[src/hdl/atop_config.svh]
// ------------------------------
// Width and depth macros for the
// atomic memory operation resolver
// ------------------------------

`ifndef ATOP_CONFIG_SVH
`define ATOP_CONFIG_SVH

// Upstream and memory address width
`define ATOP_ADDR_WIDTH 32

// Data word width, the ALU only supports 32
`define ATOP_DATA_WIDTH 32

// Request ID width
`define ATOP_ID_WIDTH 4

// Entries in each response FIFO
`define ATOP_RESP_DEPTH 2

`endif

[src/hdl/amo_pkg.sv]
// ------------------------------
// Atomic opcode encoding and the
// sequencer state type
// ------------------------------

`default_nettype none

package amo_pkg;

  // OBI atop encoding, bit 5 set marks an atomic,
  // bits 4:0 carry the RISC-V funct5
  typedef enum logic [5:0] {
    AtopNone = 6'h00,
    AmoAdd   = 6'h20,
    AmoSwap  = 6'h21,
    AtopLr   = 6'h22,
    AtopSc   = 6'h23,
    AmoXor   = 6'h24,
    AmoOr    = 6'h28,
    AmoAnd   = 6'h2C,
    AmoMin   = 6'h30,
    AmoMax   = 6'h34,
    AmoMinu  = 6'h38,
    AmoMaxu  = 6'h3C
  } atop_e;

  // Request sequencer states
  typedef enum logic [1:0] {
    Idle,
    DoAmo,
    WriteBack
  } amo_state_e;

endpackage

`default_nettype wire

[src/hdl/obi_bus_pkg.sv]
// ------------------------------
// OBI bus field types and the
// buffered response payload
// ------------------------------

`default_nettype none

`include "atop_config.svh"

package obi_bus_pkg;

  // Address phase fields
  typedef logic [`ATOP_ADDR_WIDTH-1:0]   addr_t;
  typedef logic [`ATOP_DATA_WIDTH-1:0]   data_t;
  typedef logic [`ATOP_DATA_WIDTH/8-1:0] be_t;
  typedef logic [`ATOP_ID_WIDTH-1:0]     id_t;

  // Response data held until upstream takes it
  typedef struct packed {
    data_t data;
    logic  err;
  } rsp_payload_t;

endpackage

`default_nettype wire

[src/hdl/amo_alu.sv]
// ------------------------------
// Operand capture and the nine
// operation atomic ALU
// ------------------------------

`timescale 1ns/1ps
`default_nettype none

module amo_alu (
  input  wire logic              clk_i,
  input  wire logic              rst_ni,
  input  wire logic              load_i,
  input  wire amo_pkg::atop_e    op_i,
  input  wire obi_bus_pkg::data_t operand_b_i,
  input  wire logic              rvalid_i,
  input  wire obi_bus_pkg::data_t rdata_i,
  output obi_bus_pkg::data_t     result_o
);

  localparam int unsigned DataWidth = $bits(obi_bus_pkg::data_t);

  amo_pkg::atop_e      op_q;
  obi_bus_pkg::data_t  operand_b_q;
  obi_bus_pkg::data_t  rdata_q;
  obi_bus_pkg::data_t  operand_a;
  logic                is_signed;
  logic [DataWidth:0]  cmp_a;
  logic [DataWidth:0]  cmp_b;
  logic [DataWidth:0]  diff;
  logic                a_less;

  always_ff @(posedge clk_i or negedge rst_ni) begin
    if (!rst_ni) begin
      op_q <= amo_pkg::AtopNone;
    end else if (load_i) begin
      op_q <= op_i;
    end
  end

  always_ff @(posedge clk_i) begin
    if (load_i) begin
      operand_b_q <= operand_b_i;
    end
    if (rvalid_i) begin
      rdata_q <= rdata_i;
    end
  end

  // Old memory word, live while the read answers
  assign operand_a = rvalid_i ? rdata_i : rdata_q;

  // ------------------------------
  // Compare via a single a - b
  // ------------------------------
  assign is_signed = (op_q == amo_pkg::AmoMin) || (op_q == amo_pkg::AmoMax);
  assign cmp_a     = {is_signed & operand_a[DataWidth-1], operand_a};
  assign cmp_b     = {is_signed & operand_b_q[DataWidth-1], operand_b_q};
  assign diff      = cmp_a + ~cmp_b + (DataWidth+1)'(1);
  assign a_less    = diff[DataWidth];

  always_comb begin
    unique case (op_q)
      amo_pkg::AmoAdd:                   result_o = operand_a + operand_b_q;
      amo_pkg::AmoAnd:                   result_o = operand_a & operand_b_q;
      amo_pkg::AmoOr:                    result_o = operand_a | operand_b_q;
      amo_pkg::AmoXor:                   result_o = operand_a ^ operand_b_q;
      amo_pkg::AmoMin, amo_pkg::AmoMinu: result_o = a_less ? operand_a : operand_b_q;
      amo_pkg::AmoMax, amo_pkg::AmoMaxu: result_o = a_less ? operand_b_q : operand_a;
      // Swap writes operand b unchanged
      default:                           result_o = operand_b_q;
    endcase
  end

endmodule

`default_nettype wire

[src/hdl/amo_sequencer.sv]
// ------------------------------
// Request FSM, memory request mux
// and response pairing
// ------------------------------

`timescale 1ns/1ps
`default_nettype none

module amo_sequencer (
  input  wire logic               clk_i,
  input  wire logic               rst_ni,
  input  wire logic               req_i,
  input  wire obi_bus_pkg::addr_t addr_i,
  input  wire logic               we_i,
  input  wire obi_bus_pkg::be_t   be_i,
  input  wire obi_bus_pkg::data_t wdata_i,
  input  wire obi_bus_pkg::id_t   aid_i,
  input  wire amo_pkg::atop_e     atop_i,
  input  wire logic               rready_i,
  input  wire logic               mem_gnt_i,
  input  wire logic               mem_rvalid_i,
  input  wire obi_bus_pkg::data_t alu_result_i,
  input  wire logic               id_empty_i,
  input  wire logic               data_empty_i,
  output logic                    gnt_o,
  output logic                    rvalid_o,
  output logic                    mem_req_o,
  output obi_bus_pkg::addr_t      mem_addr_o,
  output logic                    mem_we_o,
  output obi_bus_pkg::be_t        mem_be_o,
  output obi_bus_pkg::data_t      mem_wdata_o,
  output obi_bus_pkg::id_t        mem_aid_o,
  output logic                    alu_load_o,
  output logic                    id_push_o,
  output logic                    data_push_o,
  output logic                    pop_o
);

  amo_pkg::amo_state_e state_q, state_d;
  obi_bus_pkg::addr_t  addr_q;
  obi_bus_pkg::id_t    aid_q;
  logic                last_wb_q;
  logic                is_amo;
  logic                handshake;

  assign is_amo = atop_i inside {amo_pkg::AmoSwap, amo_pkg::AmoAdd, amo_pkg::AmoXor,
                                 amo_pkg::AmoAnd, amo_pkg::AmoOr, amo_pkg::AmoMin,
                                 amo_pkg::AmoMax, amo_pkg::AmoMinu, amo_pkg::AmoMaxu};

  assign gnt_o      = (state_q == amo_pkg::Idle) & mem_gnt_i & data_empty_i;
  assign handshake  = req_i & gnt_o;
  assign alu_load_o = handshake & is_amo;

  // ------------------------------
  // Memory request and next state
  // ------------------------------
  always_comb begin
    state_d     = state_q;
    mem_req_o   = req_i & data_empty_i;
    mem_addr_o  = addr_i;
    mem_we_o    = we_i & ~is_amo;
    mem_be_o    = be_i;
    mem_wdata_o = wdata_i;
    mem_aid_o   = aid_i;
    unique case (state_q)
      amo_pkg::Idle: begin
        if (alu_load_o) begin
          state_d = amo_pkg::DoAmo;
        end
      end
      // Memory is claimed for the full-word write-back
      amo_pkg::DoAmo, amo_pkg::WriteBack: begin
        mem_req_o   = 1'b1;
        mem_addr_o  = addr_q;
        mem_we_o    = 1'b1;
        mem_be_o    = '1;
        mem_wdata_o = alu_result_i;
        mem_aid_o   = aid_q;
        if (mem_gnt_i) begin
          state_d = amo_pkg::Idle;
        end else begin
          state_d = amo_pkg::WriteBack;
        end
      end
      default: state_d = amo_pkg::Idle;
    endcase
  end

  always_ff @(posedge clk_i or negedge rst_ni) begin
    if (!rst_ni) begin
      state_q   <= amo_pkg::Idle;
      last_wb_q <= 1'b0;
    end else begin
      state_q <= state_d;
      if (mem_req_o && mem_gnt_i) begin
        last_wb_q <= (state_q != amo_pkg::Idle);
      end
    end
  end

  always_ff @(posedge clk_i) begin
    if (alu_load_o) begin
      addr_q <= addr_i;
      aid_q  <= aid_i;
    end
  end

  // Response pairing, the write-back answer is dropped
  assign id_push_o   = handshake;
  assign data_push_o = mem_rvalid_i & ~last_wb_q;
  assign rvalid_o    = ~id_empty_i & ~data_empty_i;
  assign pop_o       = rvalid_o & rready_i;

  a_no_lrsc : assert property (@(posedge clk_i) disable iff (!rst_ni)
    handshake |-> !(atop_i inside {amo_pkg::AtopLr, amo_pkg::AtopSc}));
  a_mem_latency : assert property (@(posedge clk_i) disable iff (!rst_ni)
    mem_rvalid_i == $past(mem_req_o && mem_gnt_i));

endmodule

`default_nettype wire

[src/hdl/atop_resolver.sv]
// ------------------------------
// Atomic memory operation resolver
// top level: sequencer, ALU and
// the two response FIFOs
// ------------------------------

`timescale 1ns/1ps
`default_nettype none

`include "atop_config.svh"

module atop_resolver (
  input  wire logic               clk_i,
  input  wire logic               rst_ni,
  // Upstream OBI port
  input  wire logic               req_i,
  output logic                    gnt_o,
  input  wire obi_bus_pkg::addr_t addr_i,
  input  wire logic               we_i,
  input  wire obi_bus_pkg::be_t   be_i,
  input  wire obi_bus_pkg::data_t wdata_i,
  input  wire obi_bus_pkg::id_t   aid_i,
  input  wire amo_pkg::atop_e     atop_i,
  output logic                    rvalid_o,
  input  wire logic               rready_i,
  output obi_bus_pkg::data_t      rdata_o,
  output obi_bus_pkg::id_t        rid_o,
  output logic                    err_o,
  // Memory port
  output logic                    mem_req_o,
  input  wire logic               mem_gnt_i,
  output obi_bus_pkg::addr_t      mem_addr_o,
  output logic                    mem_we_o,
  output obi_bus_pkg::be_t        mem_be_o,
  output obi_bus_pkg::data_t      mem_wdata_o,
  output obi_bus_pkg::id_t        mem_aid_o,
  input  wire logic               mem_rvalid_i,
  input  wire obi_bus_pkg::data_t mem_rdata_i,
  input  wire logic               mem_err_i
);

  logic                      alu_load;
  obi_bus_pkg::data_t        alu_result;
  logic                      id_push;
  logic                      data_push;
  logic                      pop;
  logic                      id_empty;
  logic                      data_empty;
  obi_bus_pkg::rsp_payload_t rsp_in;
  obi_bus_pkg::rsp_payload_t rsp_out;

  assign rsp_in  = '{data: mem_rdata_i, err: mem_err_i};
  assign rdata_o = rsp_out.data;
  assign err_o   = rsp_out.err;

  amo_sequencer u_sequencer (
    .clk_i        (clk_i),
    .rst_ni       (rst_ni),
    .req_i        (req_i),
    .addr_i       (addr_i),
    .we_i         (we_i),
    .be_i         (be_i),
    .wdata_i      (wdata_i),
    .aid_i        (aid_i),
    .atop_i       (atop_i),
    .rready_i     (rready_i),
    .mem_gnt_i    (mem_gnt_i),
    .mem_rvalid_i (mem_rvalid_i),
    .alu_result_i (alu_result),
    .id_empty_i   (id_empty),
    .data_empty_i (data_empty),
    .gnt_o        (gnt_o),
    .rvalid_o     (rvalid_o),
    .mem_req_o    (mem_req_o),
    .mem_addr_o   (mem_addr_o),
    .mem_we_o     (mem_we_o),
    .mem_be_o     (mem_be_o),
    .mem_wdata_o  (mem_wdata_o),
    .mem_aid_o    (mem_aid_o),
    .alu_load_o   (alu_load),
    .id_push_o    (id_push),
    .data_push_o  (data_push),
    .pop_o        (pop)
  );

  amo_alu u_alu (
    .clk_i       (clk_i),
    .rst_ni      (rst_ni),
    .load_i      (alu_load),
    .op_i        (atop_i),
    .operand_b_i (wdata_i),
    .rvalid_i    (mem_rvalid_i),
    .rdata_i     (mem_rdata_i),
    .result_o    (alu_result)
  );

  // ------------------------------
  // Response buffers
  // ------------------------------
  resp_fifo #(
    .payload_t (obi_bus_pkg::id_t),
    .DEPTH     (`ATOP_RESP_DEPTH)
  ) u_id_fifo (
    .clk_i   (clk_i),
    .rst_ni  (rst_ni),
    .push_i  (id_push),
    .pop_i   (pop),
    .data_i  (aid_i),
    .data_o  (rid_o),
    .empty_o (id_empty),
    .full_o  ()
  );

  resp_fifo #(
    .payload_t (obi_bus_pkg::rsp_payload_t),
    .DEPTH     (`ATOP_RESP_DEPTH)
  ) u_data_fifo (
    .clk_i   (clk_i),
    .rst_ni  (rst_ni),
    .push_i  (data_push),
    .pop_i   (pop),
    .data_i  (rsp_in),
    .data_o  (rsp_out),
    .empty_o (data_empty),
    .full_o  ()
  );

endmodule

`default_nettype wire

[src/hdl/resp_fifo.sv]
// ------------------------------
// Fall-through FIFO with a type
// parameter for its payload
// ------------------------------

`timescale 1ns/1ps
`default_nettype none

module resp_fifo #(
  parameter type         payload_t = logic,
  parameter int unsigned DEPTH     = 2
) (
  input  wire logic     clk_i,
  input  wire logic     rst_ni,
  input  wire logic     push_i,
  input  wire logic     pop_i,
  input  wire payload_t data_i,
  output payload_t      data_o,
  output logic          empty_o,
  output logic          full_o
);

  localparam int unsigned PtrWidth = (DEPTH > 1) ? $clog2(DEPTH) : 1;

  payload_t              mem_q [DEPTH];
  logic [PtrWidth-1:0]   rd_ptr_q;
  logic [PtrWidth-1:0]   wr_ptr_q;
  logic [PtrWidth:0]     cnt_q;
  logic                  store_empty;
  logic                  do_push;
  logic                  do_pop;

  assign store_empty = (cnt_q == '0);

  // A push into an empty FIFO that is popped at once never gets stored
  assign do_push = push_i & ~(store_empty & pop_i);
  assign do_pop  = pop_i & ~store_empty;

  // Fall through when nothing is stored
  assign data_o  = store_empty ? data_i : mem_q[rd_ptr_q];
  assign empty_o = store_empty & ~push_i;
  assign full_o  = (cnt_q == (PtrWidth+1)'(DEPTH));

  always_ff @(posedge clk_i or negedge rst_ni) begin
    if (!rst_ni) begin
      rd_ptr_q <= '0;
      wr_ptr_q <= '0;
      cnt_q    <= '0;
    end else begin
      if (do_push) begin
        wr_ptr_q <= (wr_ptr_q == PtrWidth'(DEPTH - 1)) ? '0 : wr_ptr_q + 1'b1;
      end
      if (do_pop) begin
        rd_ptr_q <= (rd_ptr_q == PtrWidth'(DEPTH - 1)) ? '0 : rd_ptr_q + 1'b1;
      end
      cnt_q <= cnt_q + (PtrWidth+1)'(do_push) - (PtrWidth+1)'(do_pop);
    end
  end

  always_ff @(posedge clk_i) begin
    if (do_push) begin
      mem_q[wr_ptr_q] <= data_i;
    end
  end

  a_no_push_full : assert property (@(posedge clk_i) disable iff (!rst_ni)
    push_i |-> !full_o);
  a_no_pop_empty : assert property (@(posedge clk_i) disable iff (!rst_ni)
    pop_i |-> !empty_o);

endmodule

`default_nettype wire
[config.mk]
export PLATFORM = sky130hd
export DESIGN_NAME = atop_resolver
export DESIGN_NICKNAME = d
export VERILOG_FILES = /design/src/hdl/amo_pkg.sv /design/src/hdl/obi_bus_pkg.sv /design/src/hdl/amo_alu.sv /design/src/hdl/amo_sequencer.sv /design/src/hdl/atop_resolver.sv /design/src/hdl/resp_fifo.sv
export VERILOG_INCLUDE_DIRS = /design/src /design/src/hdl
export SDC_FILE = /design/constraint.sdc
export NUM_CORES = 1
export LEC_CHECK = 0
export CAP_MARGIN = 20
export CORE_AREA = 4 4 204 107
export DETAILED_ROUTE_END_ITERATION = 16
export DIE_AREA = 0 0 208 111
export DONT_BUFFER_PORTS = 1
export PLACE_DENSITY = 0.8
export SYNTH_ARGS = -nofsm -noshare
export SYNTH_HDL_FRONTEND = slang
export SYNTH_HIERARCHICAL = 1
export SYNTH_SLANG_ARGS = --single-unit
[constraint.sdc]
create_clock -name clk_i -period 8.4 [get_ports clk_i]
set_clock_uncertainty 0.1 [all_clocks]
set_input_delay 0.42 -clock clk_i [delete_from_list [all_inputs] [get_ports clk_i]]
set_output_delay 0.42 -clock clk_i [all_outputs]
set_load 0.01 [all_outputs]
==> impl_results.md <==
- CTS resizes: 0
- Most frequent cells in the layout: 142 x edfxtp_1, 104 x dlygate4sd3_1, 101 x ha_1, 87 x mux2_2, 87 x inv_1
- Fin crit period: about 5.8 ns
- Die Wd: 208 µm
- Final std cells w/o fill: roughly 1600
- CTS buffer count: 17
- Initial antenna violation count: 2
- Startpoint Class: flop
- Hpwl dp: 25600 µm
- Clk_lat worst skew: between 0.4 and 0.5 ns
- Syn Nets: about 1400
- Critical Path RT: between 7 and 8 ns
- FF-to-FF End: u_data_fifo/cnt_q[1]
- Hold slack: a little under 0.03 ns
- Initial DRC Count: approximately 1400
- Max VDD drop: between 0.0002 and 0.0003 V
- IO buf count: 0
- Internal cell power: between 2 and 2.5 mW
- Wire per inst: between 20 and 25 µm
- Global route overflow: 0
- # clock sinks: about 190
- RSZ-0062 raised after global routing: no
- Fin. Hold Viols: 0
- Area of the core: 0.0201 mm²
- Comb pwr share: around 47%
- Post-CTS Hold Buffers: roughly 100
- GRT Overall Usage: 32.9%
- Tot Pwr: approximately 3.9 mW
- DR vias/cell: approximately 6.6
- Slew Viols, Final: 0
- Clock-pin transition on the worst setup and hold timing paths: around 0.080 ns
- CTS tree: done
- Crit path kind: flop to output pin
- Crit end category: output pin
- CTS HTree Levels: 4
- Global placement routability congestion: approximately 1.0
- Pleak: between 5 and 6 nW
- Global-route wire length before repair: between 50000 and 60000 µm
- Synth warn: 6
- DRC errors left: 0
- Die Span Y: 111 µm
- Crit Path Max Fanout: 11
- Area after DPL: around 0.013 mm²
- Slew @ Worst Pin: around 1.1 ns
- # rows: 37
- Reg power frac: between 30% and 40%
- WL final: around 39000 µm
- Worst hold-check path type: input port to flop
- P&R area growth vs syn: 14.0%
- I/O pin count: roughly 230
- Vias in the first global route: between 9000 and 10000
- Peak Freq: about 0.17 GHz
- Period utilization: 68.5%
- Clock Tree Root: clkbuf_16
- Commonest non-fill, non-tap cell in the layout: edfxtp_1
- Status: finished, final reports clean
- Max Cap Viol: 0
- CP startpoint: u_alu/rdata_q[28]
- Worst Hold Depth: 1
- Layout Nets: between 1500 and 2000
- Final core utilization: 72.5%
- Worst-case clock buffer depth: 2
- Clock Power Share: about a fifth
- Final setup viols: 0
- Reg2reg setup slack: approximately 4.1 ns
- Setup Buffers After CTS: 0
- Slew headroom: between 20 and 25%
- Layout cells sized above 1: 15.8%
- Post-route worst setup slack: around 2.6 ns
- Die area: 0.0231 mm²
- DRT Pass-1 Iters: 9
- DP Cell Count: about 1400
- Place WS: between 3 and 4 ns
- Sw power: 1.62 mW
- Pwr dens: around 260 mW/mm²
- Setup TNS: 0 ns
- Switching Share: a little over two fifths
- Worst EP arrival: approximately 5.2 ns
- Post-route ant nets: 0
- Setup crit end: mem_wdata_o[16]
- Syn Inst Count: between 1000 and 1500
- Worst Reg-to-Reg Cells: 16
- Mapped Avg Cell Area: between 10 and 15 µm²
- Reg2reg start: u_data_fifo/cnt_q[1]
- Vias: about 10000
- Largest net degree at the start of global routing: 75
- Mapped cell area: 0.0128 mm²
- Initial Util: between 60 and 70%
- Final Cell Area: ~0.015 mm²
[per-layer routing]
layer | up-vias | global-route usage, % | part of all wire [%]
met2 | 672 | 45.9 | 40
met3 | 48 | 11.0 | 14
met5 | - | 0 | 0.087
li1 | 4612 | - | -
met1 | 4972 | 50.5 | 45
met4 | 6 | 5.42 | 1.1
[registers in the layout (all words and copies together) (netlist names)]
signal,count
u_sequencer/aid_q,4
u_alu/op_q,6
u_id_fifo/cnt_q,2
u_id_fifo/mem_q,8
u_data_fifo/rd_ptr_q,1
u_alu/rdata_q,32
u_sequencer/state_q,2
u_data_fifo/mem_q,66
u_id_fifo/rd_ptr_q,1
u_data_fifo/wr_ptr_q,1
u_id_fifo/wr_ptr_q,1
u_sequencer/last_wb_q,1
u_sequencer/addr_q,32
u_data_fifo/cnt_q,2
u_alu/operand_b_q,32
[power groups by stage]
stage               Sequential, mW  Clock, mW  Combinational [mW]
floorplan                     1.19          0                1.48
global placement              1.25          0                1.69
detailed placement            1.26          0                1.72
CTS                           1.23      0.803                1.77
global route                  1.25      0.851                1.95
finish                        1.24      0.798                1.82
[area by class of cell]
class                      count  area (µm²)
multi-input combinational    860        6770
tap                          273         342
inverter                      88         330
clock buffer                  18         429
clock inverter                14         146
antenna                        7        17.5
fill                        1402        5520
timing repair buffer         122        1200
sequential                   191        5330
[worst min-delay path by stage]
| stage | start | end |
|---|---|---|
| 3_3_place_gp | rst_ni | u_id_fifo/rd_ptr_q |
| 5_1_grt | atop_i[3] | u_alu/op_q[3] |
| 6_report | atop_i[4] | u_alu/op_q[4] |
| 4_1_cts | atop_i[1] | u_alu/op_q[1] |
| 2_1_floorplan | rst_ni | u_alu/op_q[0] |
| 3_5_place_dp | rst_ni | u_id_fifo/rd_ptr_q |
[worst max-delay path: stages (launching register included)]
cell and delay [ns]:
dfxtp_1 0.30, mux2_2 0.35, inv_1 0.09, ha_1 0.28
nor4_1 0.59, nand4_1 0.27, nor3_1 0.40, a31oi_4 0.20
xnor3_1 0.64, nor2_1 0.95, a21boi_0 0.24, o22ai_1 0.23
mux2_2 0.23
Note: power is estimated with default switching activity, not from simulation.
